**config.mk**
```make
export PLATFORM = sky130hd
export DESIGN_NAME = branch_unit
export DESIGN_NICKNAME = d
export VERILOG_FILES = /design/src/branch_pkg.sv /design/src/branch_decode.sv /design/src/branch_execute.sv /design/src/branch_result.sv /design/src/branch_unit.sv
export SDC_FILE = /design/constraint.sdc
export NUM_CORES = 1
export LEC_CHECK = 0
export ABC_AREA = 1
export BUFFER_PORTS_ARGS = -buffer_cell sky130_fd_sc_hd__buf_2
export CAP_MARGIN = 40
export CORE_MARGIN = 4
export CORE_UTILIZATION = 25
export DETAILED_ROUTE_END_ITERATION = 10
export SYNTH_ARGS = -nofsm -noshare
export SYNTH_HDL_FRONTEND = slang
export SYNTH_HIERARCHICAL = 1
export SYNTH_SLANG_ARGS = --single-unit
```
**constraint.sdc**
```tcl
create_clock -name clk_i -period 1.6 [get_ports clk_i]
set_clock_uncertainty 0.2 [all_clocks]
set_input_delay 0 -clock clk_i [delete_from_list [all_inputs] [get_ports clk_i]]
set_output_delay 0 -clock clk_i [all_outputs]
set_load 0.03 [all_outputs]
```
**src/branch_pkg.sv**
```systemverilog
// Branch resolution unit shared definitions
// Instruction field types, RISC-V opcode and funct3 codes, the control-flow
// kind of a slot and the structs passed between decode, execute and result

package branch_pkg;

  ////////////////////
  // Field types

  typedef logic [31:0] insn_t;
  typedef logic [6:0]  opcode_t;
  typedef logic [2:0]  funct3_t;

  // Upper bit means predicted taken
  typedef logic [1:0]  bp_predict_t;

  ////////////////////
  // Major opcodes

  localparam opcode_t OPC_JAL     = 7'b1101111;
  localparam opcode_t OPC_JALR    = 7'b1100111;
  localparam opcode_t OPC_BRANCH  = 7'b1100011;
  localparam opcode_t OPC_MISCMEM = 7'b0001111;

  ////////////////////
  // Minor function codes

  localparam funct3_t F3_BEQ     = 3'b000;
  localparam funct3_t F3_BNE     = 3'b001;
  localparam funct3_t F3_BLT     = 3'b100;
  localparam funct3_t F3_BGE     = 3'b101;
  localparam funct3_t F3_BLTU    = 3'b110;
  localparam funct3_t F3_BGEU    = 3'b111;
  localparam funct3_t F3_JALR    = 3'b000;
  localparam funct3_t F3_FENCE   = 3'b000;
  localparam funct3_t F3_FENCE_I = 3'b001;

  // Control-flow kind of the slot
  typedef enum logic [2:0] {
    BR_NONE    = 3'd0,
    BR_JAL     = 3'd1,
    BR_JALR    = 3'd2,
    BR_BRANCH  = 3'd3,
    BR_FENCE   = 3'd4,
    BR_FENCE_I = 3'd5
  } br_kind_e;

  // Decode to execute
  typedef struct packed {
    br_kind_e    kind;
    funct3_t     funct3;
    logic [31:0] imm;
    logic        is_16bit;
  } br_decode_t;

  // Execute to result
  typedef struct packed {
    logic bubble;
    logic taken;
    logic bp_update;
    logic flush;
    logic ic_invalidate;
    logic dc_clean;
    logic misaligned;
  } br_ctrl_t;

endpackage

```
**src/branch_decode.sv**
```systemverilog
// Branch decode
// Classifies the instruction word as JAL, JALR, conditional branch, FENCE,
// FENCE.I or none, and extracts the sign-extended J and B immediates

`timescale 1ns/1ns

module branch_decode (
  input  branch_pkg::insn_t      insn_i,
  input  logic                   bubble_i,
  output branch_pkg::br_decode_t dec_o
);
  import branch_pkg::*;

  opcode_t     opcode;
  funct3_t     funct3;
  logic        fence_regs_zero;
  logic [20:0] imm_j;
  logic [12:0] imm_b;
  br_kind_e    kind;

  assign opcode = insn_i[6:0];
  assign funct3 = insn_i[14:12];

  // FENCE and FENCE.I require rs1 and rd to be x0
  assign fence_regs_zero = (insn_i[19:15] == 5'd0) && (insn_i[11:7] == 5'd0);

  ////////////////////
  // Immediates

  assign imm_j = {insn_i[31], insn_i[19:12], insn_i[20], insn_i[30:21], 1'b0};
  assign imm_b = {insn_i[31], insn_i[7], insn_i[30:25], insn_i[11:8], 1'b0};

  ////////////////////
  // Kind

  always_comb begin
    kind = BR_NONE;
    if (!bubble_i) begin
      case (opcode)
        OPC_JAL: begin
          kind = BR_JAL;
        end
        OPC_JALR: begin
          if (funct3 == F3_JALR) begin
            kind = BR_JALR;
          end
        end
        OPC_BRANCH: begin
          case (funct3)
            F3_BEQ, F3_BNE, F3_BLT, F3_BGE, F3_BLTU, F3_BGEU: kind = BR_BRANCH;
            default: kind = BR_NONE;
          endcase
        end
        OPC_MISCMEM: begin
          if (fence_regs_zero && funct3 == F3_FENCE) begin
            kind = BR_FENCE;
          end else if (fence_regs_zero && funct3 == F3_FENCE_I &&
                       insn_i[31:20] == 12'd0) begin
            kind = BR_FENCE_I;
          end
        end
        default: begin
          kind = BR_NONE;
        end
      endcase
    end
  end

  always_comb begin
    dec_o.kind   = kind;
    dec_o.funct3 = funct3;
    // JAL uses the J-type immediate, everything else the B-type one
    if (kind == BR_JAL) begin
      dec_o.imm = 32'($signed(imm_j));
    end else begin
      dec_o.imm = 32'($signed(imm_b));
    end
    dec_o.is_16bit = ~&insn_i[1:0];
  end

endmodule

```
**src/branch_execute.sv**
```systemverilog
// Branch execute
// Evaluates the branch condition, computes jump and branch targets and the
// fall-through PC, and forms the flush, predictor and cache requests.
// Also flags misaligned targets for the selected alignment

`timescale 1ns/1ns

module branch_execute #(
  parameter int XLEN    = 32,
  parameter int HAS_RVC = 0
) (
  input  branch_pkg::br_decode_t  dec_i,
  input  logic [XLEN-1:0]         pc_i,
  input  logic [XLEN-1:0]         opa_i,
  input  logic [XLEN-1:0]         opb_i,
  input  branch_pkg::bp_predict_t bp_predict_i,
  input  logic                    misaligned_i,
  output branch_pkg::br_ctrl_t    ctrl_o,
  output logic [XLEN-1:0]         nxt_pc_o
);
  import branch_pkg::*;

  // Low PC bits that must be zero for a legal target
  localparam logic [1:0] ALIGN_MASK = (HAS_RVC != 0) ? 2'b01 : 2'b11;

  logic [XLEN-1:0] imm_ext;
  logic [XLEN-1:0] pc_seq;
  logic [XLEN-1:0] pc_rel;
  logic [XLEN-1:0] jalr_sum;
  logic [XLEN-1:0] jalr_tgt;
  logic            op_eq;
  logic            op_lt;
  logic            op_ltu;
  logic            cond;
  logic            pred_taken;

  ////////////////////
  // Addresses

  assign imm_ext  = XLEN'($signed(dec_i.imm));
  assign pc_seq   = pc_i + (dec_i.is_16bit ? XLEN'(2) : XLEN'(4));
  assign pc_rel   = pc_i + imm_ext;
  assign jalr_sum = opa_i + opb_i;
  assign jalr_tgt = {jalr_sum[XLEN-1:1], 1'b0};

  assign pred_taken = bp_predict_i[1];

  ////////////////////
  // Branch condition

  assign op_eq  = (opa_i == opb_i);
  assign op_lt  = ($signed(opa_i) < $signed(opb_i));
  assign op_ltu = (opa_i < opb_i);

  always_comb begin
    case (dec_i.funct3)
      F3_BEQ:  cond = op_eq;
      F3_BNE:  cond = ~op_eq;
      F3_BLT:  cond = op_lt;
      F3_BGE:  cond = ~op_lt;
      F3_BLTU: cond = op_ltu;
      F3_BGEU: cond = ~op_ltu;
      default: cond = 1'b0;
    endcase
  end

  ////////////////////
  // Control and next PC

  always_comb begin
    logic changes_flow;
    logic target_bad;

    ctrl_o       = '0;
    nxt_pc_o     = pc_seq;
    changes_flow = 1'b0;

    case (dec_i.kind)
      BR_JAL: begin
        changes_flow = 1'b1;
        ctrl_o.taken = 1'b1;
        // Fetch already redirected when the jump was predicted
        ctrl_o.flush = ~pred_taken;
        nxt_pc_o     = pc_rel;
      end
      BR_JALR: begin
        changes_flow = 1'b1;
        ctrl_o.taken = 1'b1;
        ctrl_o.flush = 1'b1;
        nxt_pc_o     = jalr_tgt;
      end
      BR_BRANCH: begin
        changes_flow     = 1'b1;
        ctrl_o.taken     = cond;
        ctrl_o.bp_update = 1'b1;
        ctrl_o.flush     = cond ^ pred_taken;
        nxt_pc_o         = cond ? pc_rel : pc_seq;
      end
      BR_FENCE_I: begin
        ctrl_o.flush         = 1'b1;
        ctrl_o.ic_invalidate = 1'b1;
        ctrl_o.dc_clean      = 1'b1;
      end
      BR_FENCE: begin
        // Treated as a no-op that retires
        ctrl_o.bubble = 1'b0;
      end
      default: begin
        ctrl_o.bubble = 1'b1;
      end
    endcase

    target_bad        = |(nxt_pc_o[1:0] & ALIGN_MASK);
    ctrl_o.misaligned = misaligned_i | (changes_flow & target_bad);
  end

endmodule

```
**src/branch_result.sv**
```systemverilog
// Branch result registers
// Registers the resolved control-flow result with stall and kill handling,
// and keeps the global history of resolved branch outcomes

`timescale 1ns/1ns

module branch_result #(
  parameter int              XLEN           = 32,
  parameter logic [XLEN-1:0] PC_INIT        = 'h200,
  parameter int              BP_GLOBAL_BITS = 2
) (
  input  logic                      clk_i,
  input  logic                      rst_ni,
  input  logic                      stall_i,
  input  logic                      kill_i,
  input  branch_pkg::br_ctrl_t      ctrl_i,
  input  logic [XLEN-1:0]           nxt_pc_i,
  input  branch_pkg::bp_predict_t   bp_predict_i,
  input  logic [BP_GLOBAL_BITS-1:0] bp_history_i,
  output logic [XLEN-1:0]           nxt_pc_o,
  output logic                      bubble_o,
  output logic                      flush_o,
  output logic                      ic_invalidate_o,
  output logic                      dc_clean_o,
  output logic                      misaligned_o,
  output branch_pkg::bp_predict_t   bp_predict_o,
  output logic                      bp_btaken_o,
  output logic                      bp_update_o,
  output logic [BP_GLOBAL_BITS-1:0] bp_history_update_o,
  output logic [BP_GLOBAL_BITS-1:0] bp_history_o
);

  logic                    pulse_en;
  logic [BP_GLOBAL_BITS:0] history;

  // Pulses only leave for a slot that advances and is not killed
  assign pulse_en = ~stall_i & ~kill_i;

  ////////////////////
  // Slot state

  always_ff @(posedge clk_i or negedge rst_ni) begin
    if (!rst_ni) begin
      nxt_pc_o            <= PC_INIT;
      bubble_o            <= 1'b1;
      misaligned_o        <= 1'b0;
      bp_predict_o        <= '0;
      bp_btaken_o         <= 1'b0;
      bp_history_update_o <= '0;
    end else if (!stall_i) begin
      nxt_pc_o            <= nxt_pc_i;
      bubble_o            <= kill_i | ctrl_i.bubble;
      // A flushing branch drops the exception of the slot behind it
      misaligned_o        <= ~kill_i & ~flush_o & ctrl_i.misaligned;
      bp_predict_o        <= bp_predict_i;
      bp_btaken_o         <= ctrl_i.taken;
      bp_history_update_o <= bp_history_i;
    end
  end

  ////////////////////
  // Pulses

  // Flush comes out of reset high so fetch starts at PC_INIT
  always_ff @(posedge clk_i or negedge rst_ni) begin
    if (!rst_ni) begin
      flush_o         <= 1'b1;
      ic_invalidate_o <= 1'b0;
      dc_clean_o      <= 1'b0;
      bp_update_o     <= 1'b0;
    end else begin
      flush_o         <= pulse_en & ctrl_i.flush;
      ic_invalidate_o <= pulse_en & ctrl_i.ic_invalidate;
      dc_clean_o      <= pulse_en & ctrl_i.dc_clean;
      bp_update_o     <= pulse_en & ctrl_i.bp_update;
    end
  end

  ////////////////////
  // Global history

  always_ff @(posedge clk_i or negedge rst_ni) begin
    if (!rst_ni) begin
      history <= '0;
    end else if (pulse_en && ctrl_i.bp_update) begin
      history <= {history[BP_GLOBAL_BITS-1:0], ctrl_i.taken};
    end
  end

  // The newest bit is the branch being reported, so leave it out
  assign bp_history_o = history[BP_GLOBAL_BITS:1];

endmodule

```
**src/branch_unit.sv**
```systemverilog
// Branch resolution unit
// Resolves jumps, conditional branches and fences at the decode/execute
// boundary and returns a registered next PC, flush and predictor update

`timescale 1ns/1ns

module branch_unit #(
  parameter int              XLEN           = 32,
  parameter logic [XLEN-1:0] PC_INIT        = 'h200,
  parameter int              BP_GLOBAL_BITS = 2,
  parameter int              HAS_RVC        = 0
) (
  input  logic                      clk_i,
  input  logic                      rst_ni,
  input  logic                      stall_i,
  input  logic                      kill_i,
  input  logic                      bubble_i,
  input  branch_pkg::insn_t         insn_i,
  input  logic [XLEN-1:0]           pc_i,
  input  logic [XLEN-1:0]           opa_i,
  input  logic [XLEN-1:0]           opb_i,
  input  branch_pkg::bp_predict_t   bp_predict_i,
  input  logic [BP_GLOBAL_BITS-1:0] bp_history_i,
  input  logic                      misaligned_i,
  output logic [XLEN-1:0]           nxt_pc_o,
  output logic                      bubble_o,
  output logic                      flush_o,
  output logic                      ic_invalidate_o,
  output logic                      dc_clean_o,
  output logic                      misaligned_o,
  output branch_pkg::bp_predict_t   bp_predict_o,
  output logic                      bp_btaken_o,
  output logic                      bp_update_o,
  output logic [BP_GLOBAL_BITS-1:0] bp_history_update_o,
  output logic [BP_GLOBAL_BITS-1:0] bp_history_o
);
  import branch_pkg::*;

  br_decode_t      dec;
  br_ctrl_t        ctrl;
  logic [XLEN-1:0] nxt_pc;

  branch_decode decode_i (
    .insn_i   (insn_i),
    .bubble_i (bubble_i),
    .dec_o    (dec)
  );

  branch_execute #(
    .XLEN    (XLEN),
    .HAS_RVC (HAS_RVC)
  ) execute_i (
    .dec_i        (dec),
    .pc_i         (pc_i),
    .opa_i        (opa_i),
    .opb_i        (opb_i),
    .bp_predict_i (bp_predict_i),
    .misaligned_i (misaligned_i),
    .ctrl_o       (ctrl),
    .nxt_pc_o     (nxt_pc)
  );

  branch_result #(
    .XLEN           (XLEN),
    .PC_INIT        (PC_INIT),
    .BP_GLOBAL_BITS (BP_GLOBAL_BITS)
  ) result_i (
    .clk_i               (clk_i),
    .rst_ni              (rst_ni),
    .stall_i             (stall_i),
    .kill_i              (kill_i),
    .ctrl_i              (ctrl),
    .nxt_pc_i            (nxt_pc),
    .bp_predict_i        (bp_predict_i),
    .bp_history_i        (bp_history_i),
    .nxt_pc_o            (nxt_pc_o),
    .bubble_o            (bubble_o),
    .flush_o             (flush_o),
    .ic_invalidate_o     (ic_invalidate_o),
    .dc_clean_o          (dc_clean_o),
    .misaligned_o        (misaligned_o),
    .bp_predict_o        (bp_predict_o),
    .bp_btaken_o         (bp_btaken_o),
    .bp_update_o         (bp_update_o),
    .bp_history_update_o (bp_history_update_o),
    .bp_history_o        (bp_history_o)
  );

endmodule

```
; Word level (Yosys, flattened, before mapping)
; Cells that the tools add are included.
[word_totals]
ff_bits = 46
wordCells = 82
[op_classes]
n_addsub = 3
magnitude_cmp = 2
eq_ne = 15
muxes = 17
bitwise = 18
reduce_logical = 16
[ops]
columns = op, count
row1 = adder 32 bit, 3
row2 = case mux 32 bit (3 select lines), 1
row3 = < comparator 32 bit, 2
row4 = equality test 32 bit, 1
row5 = 2-to-1 mux 32 bit, 1
row6 = "equality test 7 bit, second input constant", 3
row7 = 2-to-1 mux 20 bit, 1
row8 = "equality test 3 bit, second input constant", 6
row9 = logical NOT 12 bit, 1
row10 = 2-to-1 mux 3 bit, 4
row11 = case mux 3 bit (4 select lines), 1
row12 = logical NOT 5 bit, 2
row13 = bitwise AND 1 bit, 8
row14 = "equality test 7 x 4 -> 1 bit, second input constant", 1
row15 = inverter 1 bit, 7
row16 = "equality test 3 x 1 -> 1 bit, second input constant", 2
row17 = "equality test 3 x 2 -> 1 bit, second input constant", 2
row18 = 2-to-1 mux 2 bit, 3
row19 = case mux 1 bit (6 select lines), 1
row20 = OR reduction 2 bit, 3
row21 = OR reduction 6 bit, 1
row22 = logical AND 1 bit, 5
row23 = OR reduction 5 bit, 1
row24 = logical NOT 3 bit, 1
row25 = 7 further kinds, 10

; Longest topological paths before layout
; Gate-level depths: netlist of run 1.
[depth]
ltp_word = 17
depth_mapped = 28
mapped_depth_nobuf = 28

; Modules after synthesis
; Netlist of run 1, hierarchy kept.
[modules_own_cells]
columns = mod, n_inst, cells_each, area_per_inst_um2
row1 = branch_execute, 1, 1097, 6144.6
row2 = branch_result, 1, 193, 1739.2
row3 = branch_decode, 1, 127, 713.2

; Least setup slack after synthesis of run 1
; Ideal clock, no wire load.
[synth_timing]
path_kind = in2reg
startpoint = in insn_i[1]
endpoint = reg result_i.nxt_pc_o[24]
setup_time_ns = 0.117
t_arrival_ns = 2.774
path_slack_ns = -1.491
path_stages = 22
cell_sequence = nand2_2 -> nor2_1 -> nand3_1 -> o21a_4 -> nand2_4 -> nand3_4 -> nand2_1 -> nand2_1 -> fa_1 -> nand3_1 -> nand3_1 -> nand3_1 -> nand2_1 -> a21oi_1 -> o21ai_0 -> a21oi_1 -> o21ai_0 -> or2_2 -> nand3_1 -> o211ai_2 -> nand2_1 -> nand2_1
[synth_rtl]
columns = item, line
row1 = from (decl), branch_unit.sv:18  ; input branch_pkg::insn_t insn_i,
row2 = to (signal assigned), branch_result.sv:51  ; nxt_pc_o <= nxt_pc_i;
row3 = to (decl), branch_result.sv:20  ; output logic [XLEN-1:0] nxt_pc_o,

==> summary.txt, run 1 <==
Critical Path Start Type: input pin
Port bufs: 182
Vias in the first global route: 11082
DRC viols: 0
Crit. End Element: flop
CTS Buffer Depth: 2
Max-slew headroom: 57.6%
Layout cells sized above 1: 45.6%
Main synth FF type: dfrtp_1
Synth Area per Inst: 6.07 µm²
Die Ht: 193 µm
Failing checks: negative setup slack
Slew Viols, Final: 0
Initial antenna violation count: 0
Root buffer cell: clkbuf_16
Post-synth EDFFs: 0
Vias post-DR: 11158
Core footprint: 33700 µm²
Vias per Instance: 4.54
Final WL: 36900 µm
Async set or reset register ratio after synthesis: 100%
Final setup margin: -1.25 ns
Syn Inst Count: 1417
Final worst-path cycle share: 178%
Static Leak: 7.72 nW
HP Class: input pin to asynchronous set/reset pin
Clock transition at the registers of the reported paths: 0.08 ns
DRT iter0 DRCs: 481
# H-tree levels: 2
Initial Util: 25.5%
Placed Area: 13200 µm²
Pre-CTS setup slack: -1.78 ns
RePlAce Congestion: 0.897
Site Rows: 67
CP Max Fanout: 5
Pwr dens: 473 nW/µm²
CTS buffer count: 5
P&R area growth vs syn: 74.5%
Nets@finish: 2245
Post-Syn Area: 8600 µm²
Number of synthesized register bits: 46
Post-DRT Antenna Nets: 0
Die ar.: 37400 µm²
Pin count of the biggest net entering global routing: 34
Clock Latency Late Sink: 0.29 ns
Final Hold Fails: 0
CTS tree: done
Yosys cell types: 55
Crit path DAT: 2.83 ns
Endpoints failing setup: 40
Worst-margin pin slew: 0.634 ns
Crit path time final: 2.85 ns
Post-route cell area: 15000 µm²
Maximum clock rate: 351 MHz
Setup CP Type: input pin to flop
Outcome: finished with violations
Hpwl dp: 31500 µm
Max IR drop VDD: 0.367 mV
Synth warn: 6
WL/cell: 15.0 µm
CP Data Required Time: 1.58 ns
Post-synthesis sequential area ratio: 13.4%
Syn Nets: 1654
# IOs: 183
Antenna diodes: 0
Total GRT Usage: 18.8%
Number of max-cap violations: 0
Die Width: 193 µm
First-pass GRT wire length: 57700 µm
Drt pass-1 iters: 5
Unrepaired setup endpoints after global routing: yes
Sink Count: 46
Total gr overflow: 0
==> cells in the final DEF, fill, tap and decap left out, types with 20 or more instances in the layout <==
master   instances
o21ai_0         47
dfrtp_1         43
nand3_2         27
buf_6           42
nor2_1         105
nand2_2         56
ha_1            71
nor2_2          20
inv_1          194
xor2_1          23
buf_2          151
ha_4            25
nand2_1        322
nor2_4          23
a21oi_1         97
nand4_1         30
buf_4          409
nand3_1         54
==> worst max-delay path: stages <==
cell and delay (ns):
buf_8 0.11, inv_6 0.06, nand2_4 0.06, nor2_4 0.13, nand2_2 0.08, a21oi_4 0.20
a21oi_4 0.08, buf_6 0.13, nand4_1 0.10, nand2_2 0.08, ha_4 0.25, a21oi_2 0.13
nand2_1 0.07, nand2_1 0.08, nand2_1 0.07, nand2_2 0.08, nand2_4 0.08, a21oi_4 0.22
o21ai_4 0.10, nand2_2 0.10, nand2_1 0.07, or2_2 0.28, nand3_2 0.07, o211ai_2 0.07
nand2_1 0.10, nand2_1 0.06
==> cell usage after synthesis (6+ instances only) <==
cell type  instances  share of area (%)
a21o_1             6               0.52
a21oi_1          121                7.0
a31oi_1            8               0.58
buf_4             30                2.6
clkbuf_1           8               0.35
dfrtp_1           43                 13
ha_1              96                 14
inv_1            210                9.2
inv_2             10               0.44
nand2_1          373                 16
nand2_2           14                1.0
nand3_1           80                4.7
nand4_1           30                2.2
nor2_1           135                5.9
nor2_2             8               0.58
nor3_1            16               0.93
o211ai_1          15                1.3
o211ai_2           7                1.0
o21ai_0           60                3.5
o21bai_1           7               0.61
or2_2             22                1.6
xnor2_1           14                1.4
xor2_1            30                3.1
==> flip-flops by register name, indices dropped and copies added, names as in the netlist <==
name and count:
result_i/bubble_o 1, result_i/history 3, result_i/bp_predict_o 2, result_i/bp_update_o 1
result_i/flush_o 1, result_i/nxt_pc_o 32, result_i/bp_btaken_o 1, result_i/ic_invalidate_o 1
result_i/bp_history_update_o 2, result_i/dc_clean_o 1, result_i/misaligned_o 1
==> what timing repair did <==
| action | 4_1_cts | 5_1_grt |
|---|---|---|
| setup buffers | 20 | 12 |
| setup endpoints to repair | 42 | 42 |
| hold endpoints to repair | 62 | 0 |
| cloned | 0 | 0 |
| hold buffers | 15 | 0 |
| gates resized for setup | 162 | 112 |
| pin swaps | 108 | 85 |
==> power breakdown <==
| part | total, W | switching (W) | internal, W |
|---|---|---|---|
| combinational | 0.00451 | 0.00235 | 0.00215 |
| clock | 0.00126 | 0.000515 | 0.000742 |
| sequential | 0.00133 | 0.0000668 | 0.00126 |
| total | 0.00709 | 0.00294 | 0.00415 |
==> routing by layer <==
layer  up-vias  wire [µm]  global-route usage, %
met5         -          0                      0
met4         0        836                   3.54
met2       289      17100                   31.5
met3        45       1990                   2.45
met1      5067      17000                   26.0
li1       5757          -                      -
==> cell families after synthesis <==
kind of cell | synth area share [%]
AND/OR/NAND/NOR | 36.7
XOR/XNOR | 4.48
flip-flops | 13.4
adder cells (fa/ha/maj) | 14.7
other | 0.0436
buffers and inverters | 13.5
AO/OA/AOI/OAI | 17.2
==> cell type report <==
type                    count  area (µm²)
multi-input cells        1103        7570
clock buffers               5         125
repair buffers            629        4660
fillers                  3545       18700
clock inverters             3        43.8
inverters                 223         881
flip-flops and latches     46        1150
well taps                 448         561
==> metrics by stage <==
stage	util (%)	hold slack, ns	power (W)	setup TNS (ns)	instances
after floorplan	-	-0.496	0.00332	-31.43	1417
after global placement	39.3	-0.274	0.00520	-55.01	2403
after detailed placement	39.3	-0.265	0.00523	-56.40	2403
after CTS	42.9	0.0241	0.00691	-36.40	2445
after global routing	44.5	0.0489	0.00759	-44.47	2457
final	44.5	0.0223	0.00709	-37.26	2457
==> worst paths after layout <==
check / slack, ns / cells after the start / from / end
min in group clk_i: 0.02 / 6 / pc_i[4] / result_i/nxt_pc_o[4]
max in group asynchronous: 0.13 / 3 / rst_ni / result_i/nxt_pc_o[22]
max reg2reg: 0.18 / 3 / result_i/bp_history_update_o[0] / result_i/bp_history_update_o[0]
min reg2reg: 0.27 / 2 / result_i/bubble_o / result_i/bubble_o
max: -1.25 / 26 / insn_i[13] / result_i/nxt_pc_o[19]
min: 0.02 / 3 / rst_ni / result_i/nxt_pc_o[31]
(Power assumes the default switching activity.)
==> run 2: changes to the inputs <==
--- a/config.mk
+++ b/config.mk
@@ -13,2 +13,3 @@
 export DETAILED_ROUTE_END_ITERATION = 10
+export SKIP_LAST_GASP = 1
 export SYNTH_ARGS = -nofsm -noshare
==> constraint.sdc (replaced) <==
create_clock -name clk_i -period 1.6 [get_ports clk_i]
set_clock_uncertainty 0.2 [all_clocks]
set_input_delay 0.24 -clock clk_i [delete_from_list [all_inputs] [get_ports clk_i]]
set_output_delay 0.24 -clock clk_i [all_outputs]
set_load 0.03 [all_outputs]
==> run 2 against run 1 <==
Against the previous run:
- the run still ends with negative setup slack left
- wire length rose by 1.7%
- clock power is 10% lower
- combinational power up 1%
- sequential cell count unchanged
- via count increased by 1.7%
- critical path depth rose by 3
- clock-buffer cell count stayed put
- worst hold slack improved by 0.0064 ns
- maximum frequency fell by 13%
- first-iteration DRC count is 2.5% higher
- critical endpoint is now result_i/nxt_pc_o[17]
==> summary.txt, run 2 (same netlist as run 1, synthesis figures left out) <==
Final setup margin: -1.66 ns (was -1.25 ns)
CP Data Required Time: 1.61 ns (was 1.58 ns)
Final worst-path cycle share: 204% (was 178%)
Drt pass-1 iters: 8 (was 5)
Slew Viols, Final: 0 (unchanged)
# IOs: 183 (unchanged)
Number of max-cap violations: 0 (unchanged)
Switching power share of the total: 42.5% (was 41.4%)
Root buffer cell: clkbuf_16 (unchanged)
P&R area growth vs syn: 76.6% (was 74.5%)
Final Hold Fails: 0 (unchanged)
Die Width: 193 µm (unchanged)
# H-tree levels: 2 (unchanged)
WL/cell: 15.1 µm (was 15.0 µm)
Post-layout util: 45.1% (was 44.5%)
First-pass GRT wire length: 59000 µm (was 57700 µm)
Clock transition at the registers of the reported paths: 0.08 ns (about the same)
Crit-path slowest cell: ha_4 (was or2_2)
Max IR drop VDD: 0.414 mV (was 0.367 mV)
RePlAce Congestion: 0.926 (was 0.897)
CP most frequent cell: nand2_1 (unchanged)
Vias in the first global route: 11382 (was 11082)
Initial antenna violation count: 2 (was 0)
Crit path DAT: 3.28 ns (was 2.83 ns)
Total gr overflow: 0 (unchanged)
Critical Path Start Type: input pin (unchanged)
Regs by FF count: result_i/nxt_pc_o x32, result_i/history x3 (unchanged)
Combinational power share: 65.1% (was 63.6%)
Max-slew headroom: 64.2% (was 57.6%)
CTS Buffer Depth: 2 (unchanged)
Placed cells: 2426 (was 2403)
HP Class: input pin to flop (was input pin to asynchronous set/reset pin)
Site Rows: 67 (unchanged)
Total GRT Usage: 19.2% (was 18.8%)
CTS buffer count: 5 (unchanged)
Setup CP Type: input pin to flop (unchanged)
Crit. End Element: flop (unchanged)
Nets@finish: 2271 (was 2245)
CP Max Fanout: 7 (was 5)
CTS tree: done (unchanged)
Post-route cell area: 15200 µm² (was 15000 µm²)
DRC viols: 0 (unchanged)
Hpwl dp: 31800 µm (was 31500 µm)
Most flops, register: result_i/nxt_pc_o (unchanged)
Most common cell after layout, fill and taps aside: buf_4 (unchanged)
Pwr dens: 462 nW/µm² (was 473 nW/µm²)
Failing checks: negative setup slack (unchanged)
Vias post-DR: 11349 (was 11158)
Endpoints failing setup: 42 (was 40)
Crit path time final: 3.26 ns (was 2.85 ns)
Port bufs: 182 (unchanged)
Max reg flops: 32 (unchanged)
Sequential fraction of design power: 18.8% (was 18.7%)
Die Ht: 193 µm (unchanged)
Layout cells sized above 1: 46.7% (was 45.6%)
Most frequent cells in the layout: buf_4 (434), nand2_1 (333), inv_1 (190) (was buf_4 (409), nand2_1 (322), inv_1 (194))
Die ar.: 37400 µm² (unchanged)
Initial Util: 25.5% (unchanged)
Outcome: finished with violations (unchanged)
Overall Power: 0.00701 W (was 0.00709 W)
Clock network fraction of design power: 16.1% (was 17.7%)
Vias per Instance: 4.57 (was 4.54)
Unrepaired setup endpoints after global routing: yes (unchanged)
Core footprint: 33700 µm² (unchanged)
Finished Layout Cells: 2485 (was 2457)
Static Leak: 7.88 nW (was 7.72 nW)
Post-DRT Antenna Nets: 0 (unchanged)
Pin count of the biggest net entering global routing: 34 (unchanged)
Critical path's largest stage delay: 0.22 ns (was 0.28 ns)
Placed Area: 13500 µm² (was 13200 µm²)
Clock Latency Late Sink: 0.30 ns (was 0.29 ns)
FILL cells: 3548 (was 3545)
Psw: 0.00298 W (was 0.00294 W)
DRT iter0 DRCs: 493 (was 481)
Sink Count: 46 (unchanged)
Maximum clock rate: 307 MHz (was 351 MHz)
Final WL: 37500 µm (was 36900 µm)
Worst-margin pin slew: 0.532 ns (was 0.634 ns)
Internal power: 0.00403 W (was 0.00415 W)
[run 2: per-layer routing]
layer	vias up	part of all wire (%)	GRT usage, %	routed length (µm)
met4	0	2.7	5.11	1020
met2	287	46	31.7	17300
met5	-	0	0	0
li1	5803	-	-	-
met1	5202	46	26.0	17400
met3	57	4.8	3.39	1790
[run 2: per-stage QoR]
step / worst slack (ns) / setup TNS (ns) / hold WS [ns]
finish: -1.66 / -53.76 / 0.0287
global route: -1.90 / -61.29 / 0.0404
CTS: -1.52 / -50.47 / 0.00418
detailed placement: -2.11 / -70.50 / -0.0417
global placement: -2.08 / -68.84 / -0.0448
floorplan: -1.50 / -40.87 / -0.256
[run 2: critical path: cells and delay by family]
kind,cells,cell delay [ns]
adder cells (fa/ha/maj),1,0.22
buffers and inverters,5,0.53
AO/OA/AOI/OAI,3,0.35
XOR/XNOR,1,0.17
AND/OR/NAND/NOR,19,1.76
[run 2: final cells by class]
| class | count | area, µm² | share of cell area, % |
|---|---|---|---|
| Inverter | 223 | 870 | 5.73 |
| Tap cell | 448 | 561 | 3.69 |
| Timing Repair Buffer | 654 | 4850 | 31.9 |
| Timing Repair inverter | 1 | 6.26 | 0.0412 |
| Multi-Input combinational cell | 1103 | 7590 | 50.0 |
| Clock inverter | 3 | 23.8 | 0.157 |
| Antenna cell | 2 | 5.00 | 0.0330 |
| Clock buffer | 5 | 125 | 0.824 |
| Sequential cell | 46 | 1150 | 7.61 |
[run 2: power groups by stage]
stage	clock (W)	sequential, W	combinational (W)
finish	0.00113	0.00132	0.00457
global route	0.00120	0.00133	0.00501
CTS	0.00114	0.00132	0.00430
detailed placement	0	0.00134	0.00397
global placement	0	0.00134	0.00393
floorplan	0	0.00152	0.00180
[run 2: what timing repair did]
| item | 4_1_cts | 5_1_grt |
|---|---|---|
| resized for setup | 148 | 133 |
| setup buffers | 27 | 27 |
| hold buffers | 4 | 1 |
| hold endpoints to repair | 48 | 1 |
| endpoints found under the setup margin | 42 | 42 |
| pin swaps | 143 | 117 |
| gates cloned | 1 | 0 |
[run 2: worst paths after layout]
| check | from | endpoint | slack (ns) | cells after the start |
|---|---|---|---|---|
| setup / recovery | insn_i[5] | result_i/nxt_pc_o[17] | -1.66 | 29 |
| hold / removal | stall_i | result_i/bubble_o | 0.03 | 3 |
| setup reg to reg | result_i/flush_o | result_i/misaligned_o | 0.60 | 2 |
| hold reg to reg | result_i/nxt_pc_o[9] | result_i/nxt_pc_o[9] | 0.27 | 2 |
| max in group asynchronous | rst_ni | result_i/nxt_pc_o[9] | 0.44 | 3 |
| min in group asynchronous | rst_ni | result_i/bp_update_o | 0.19 | 2 |
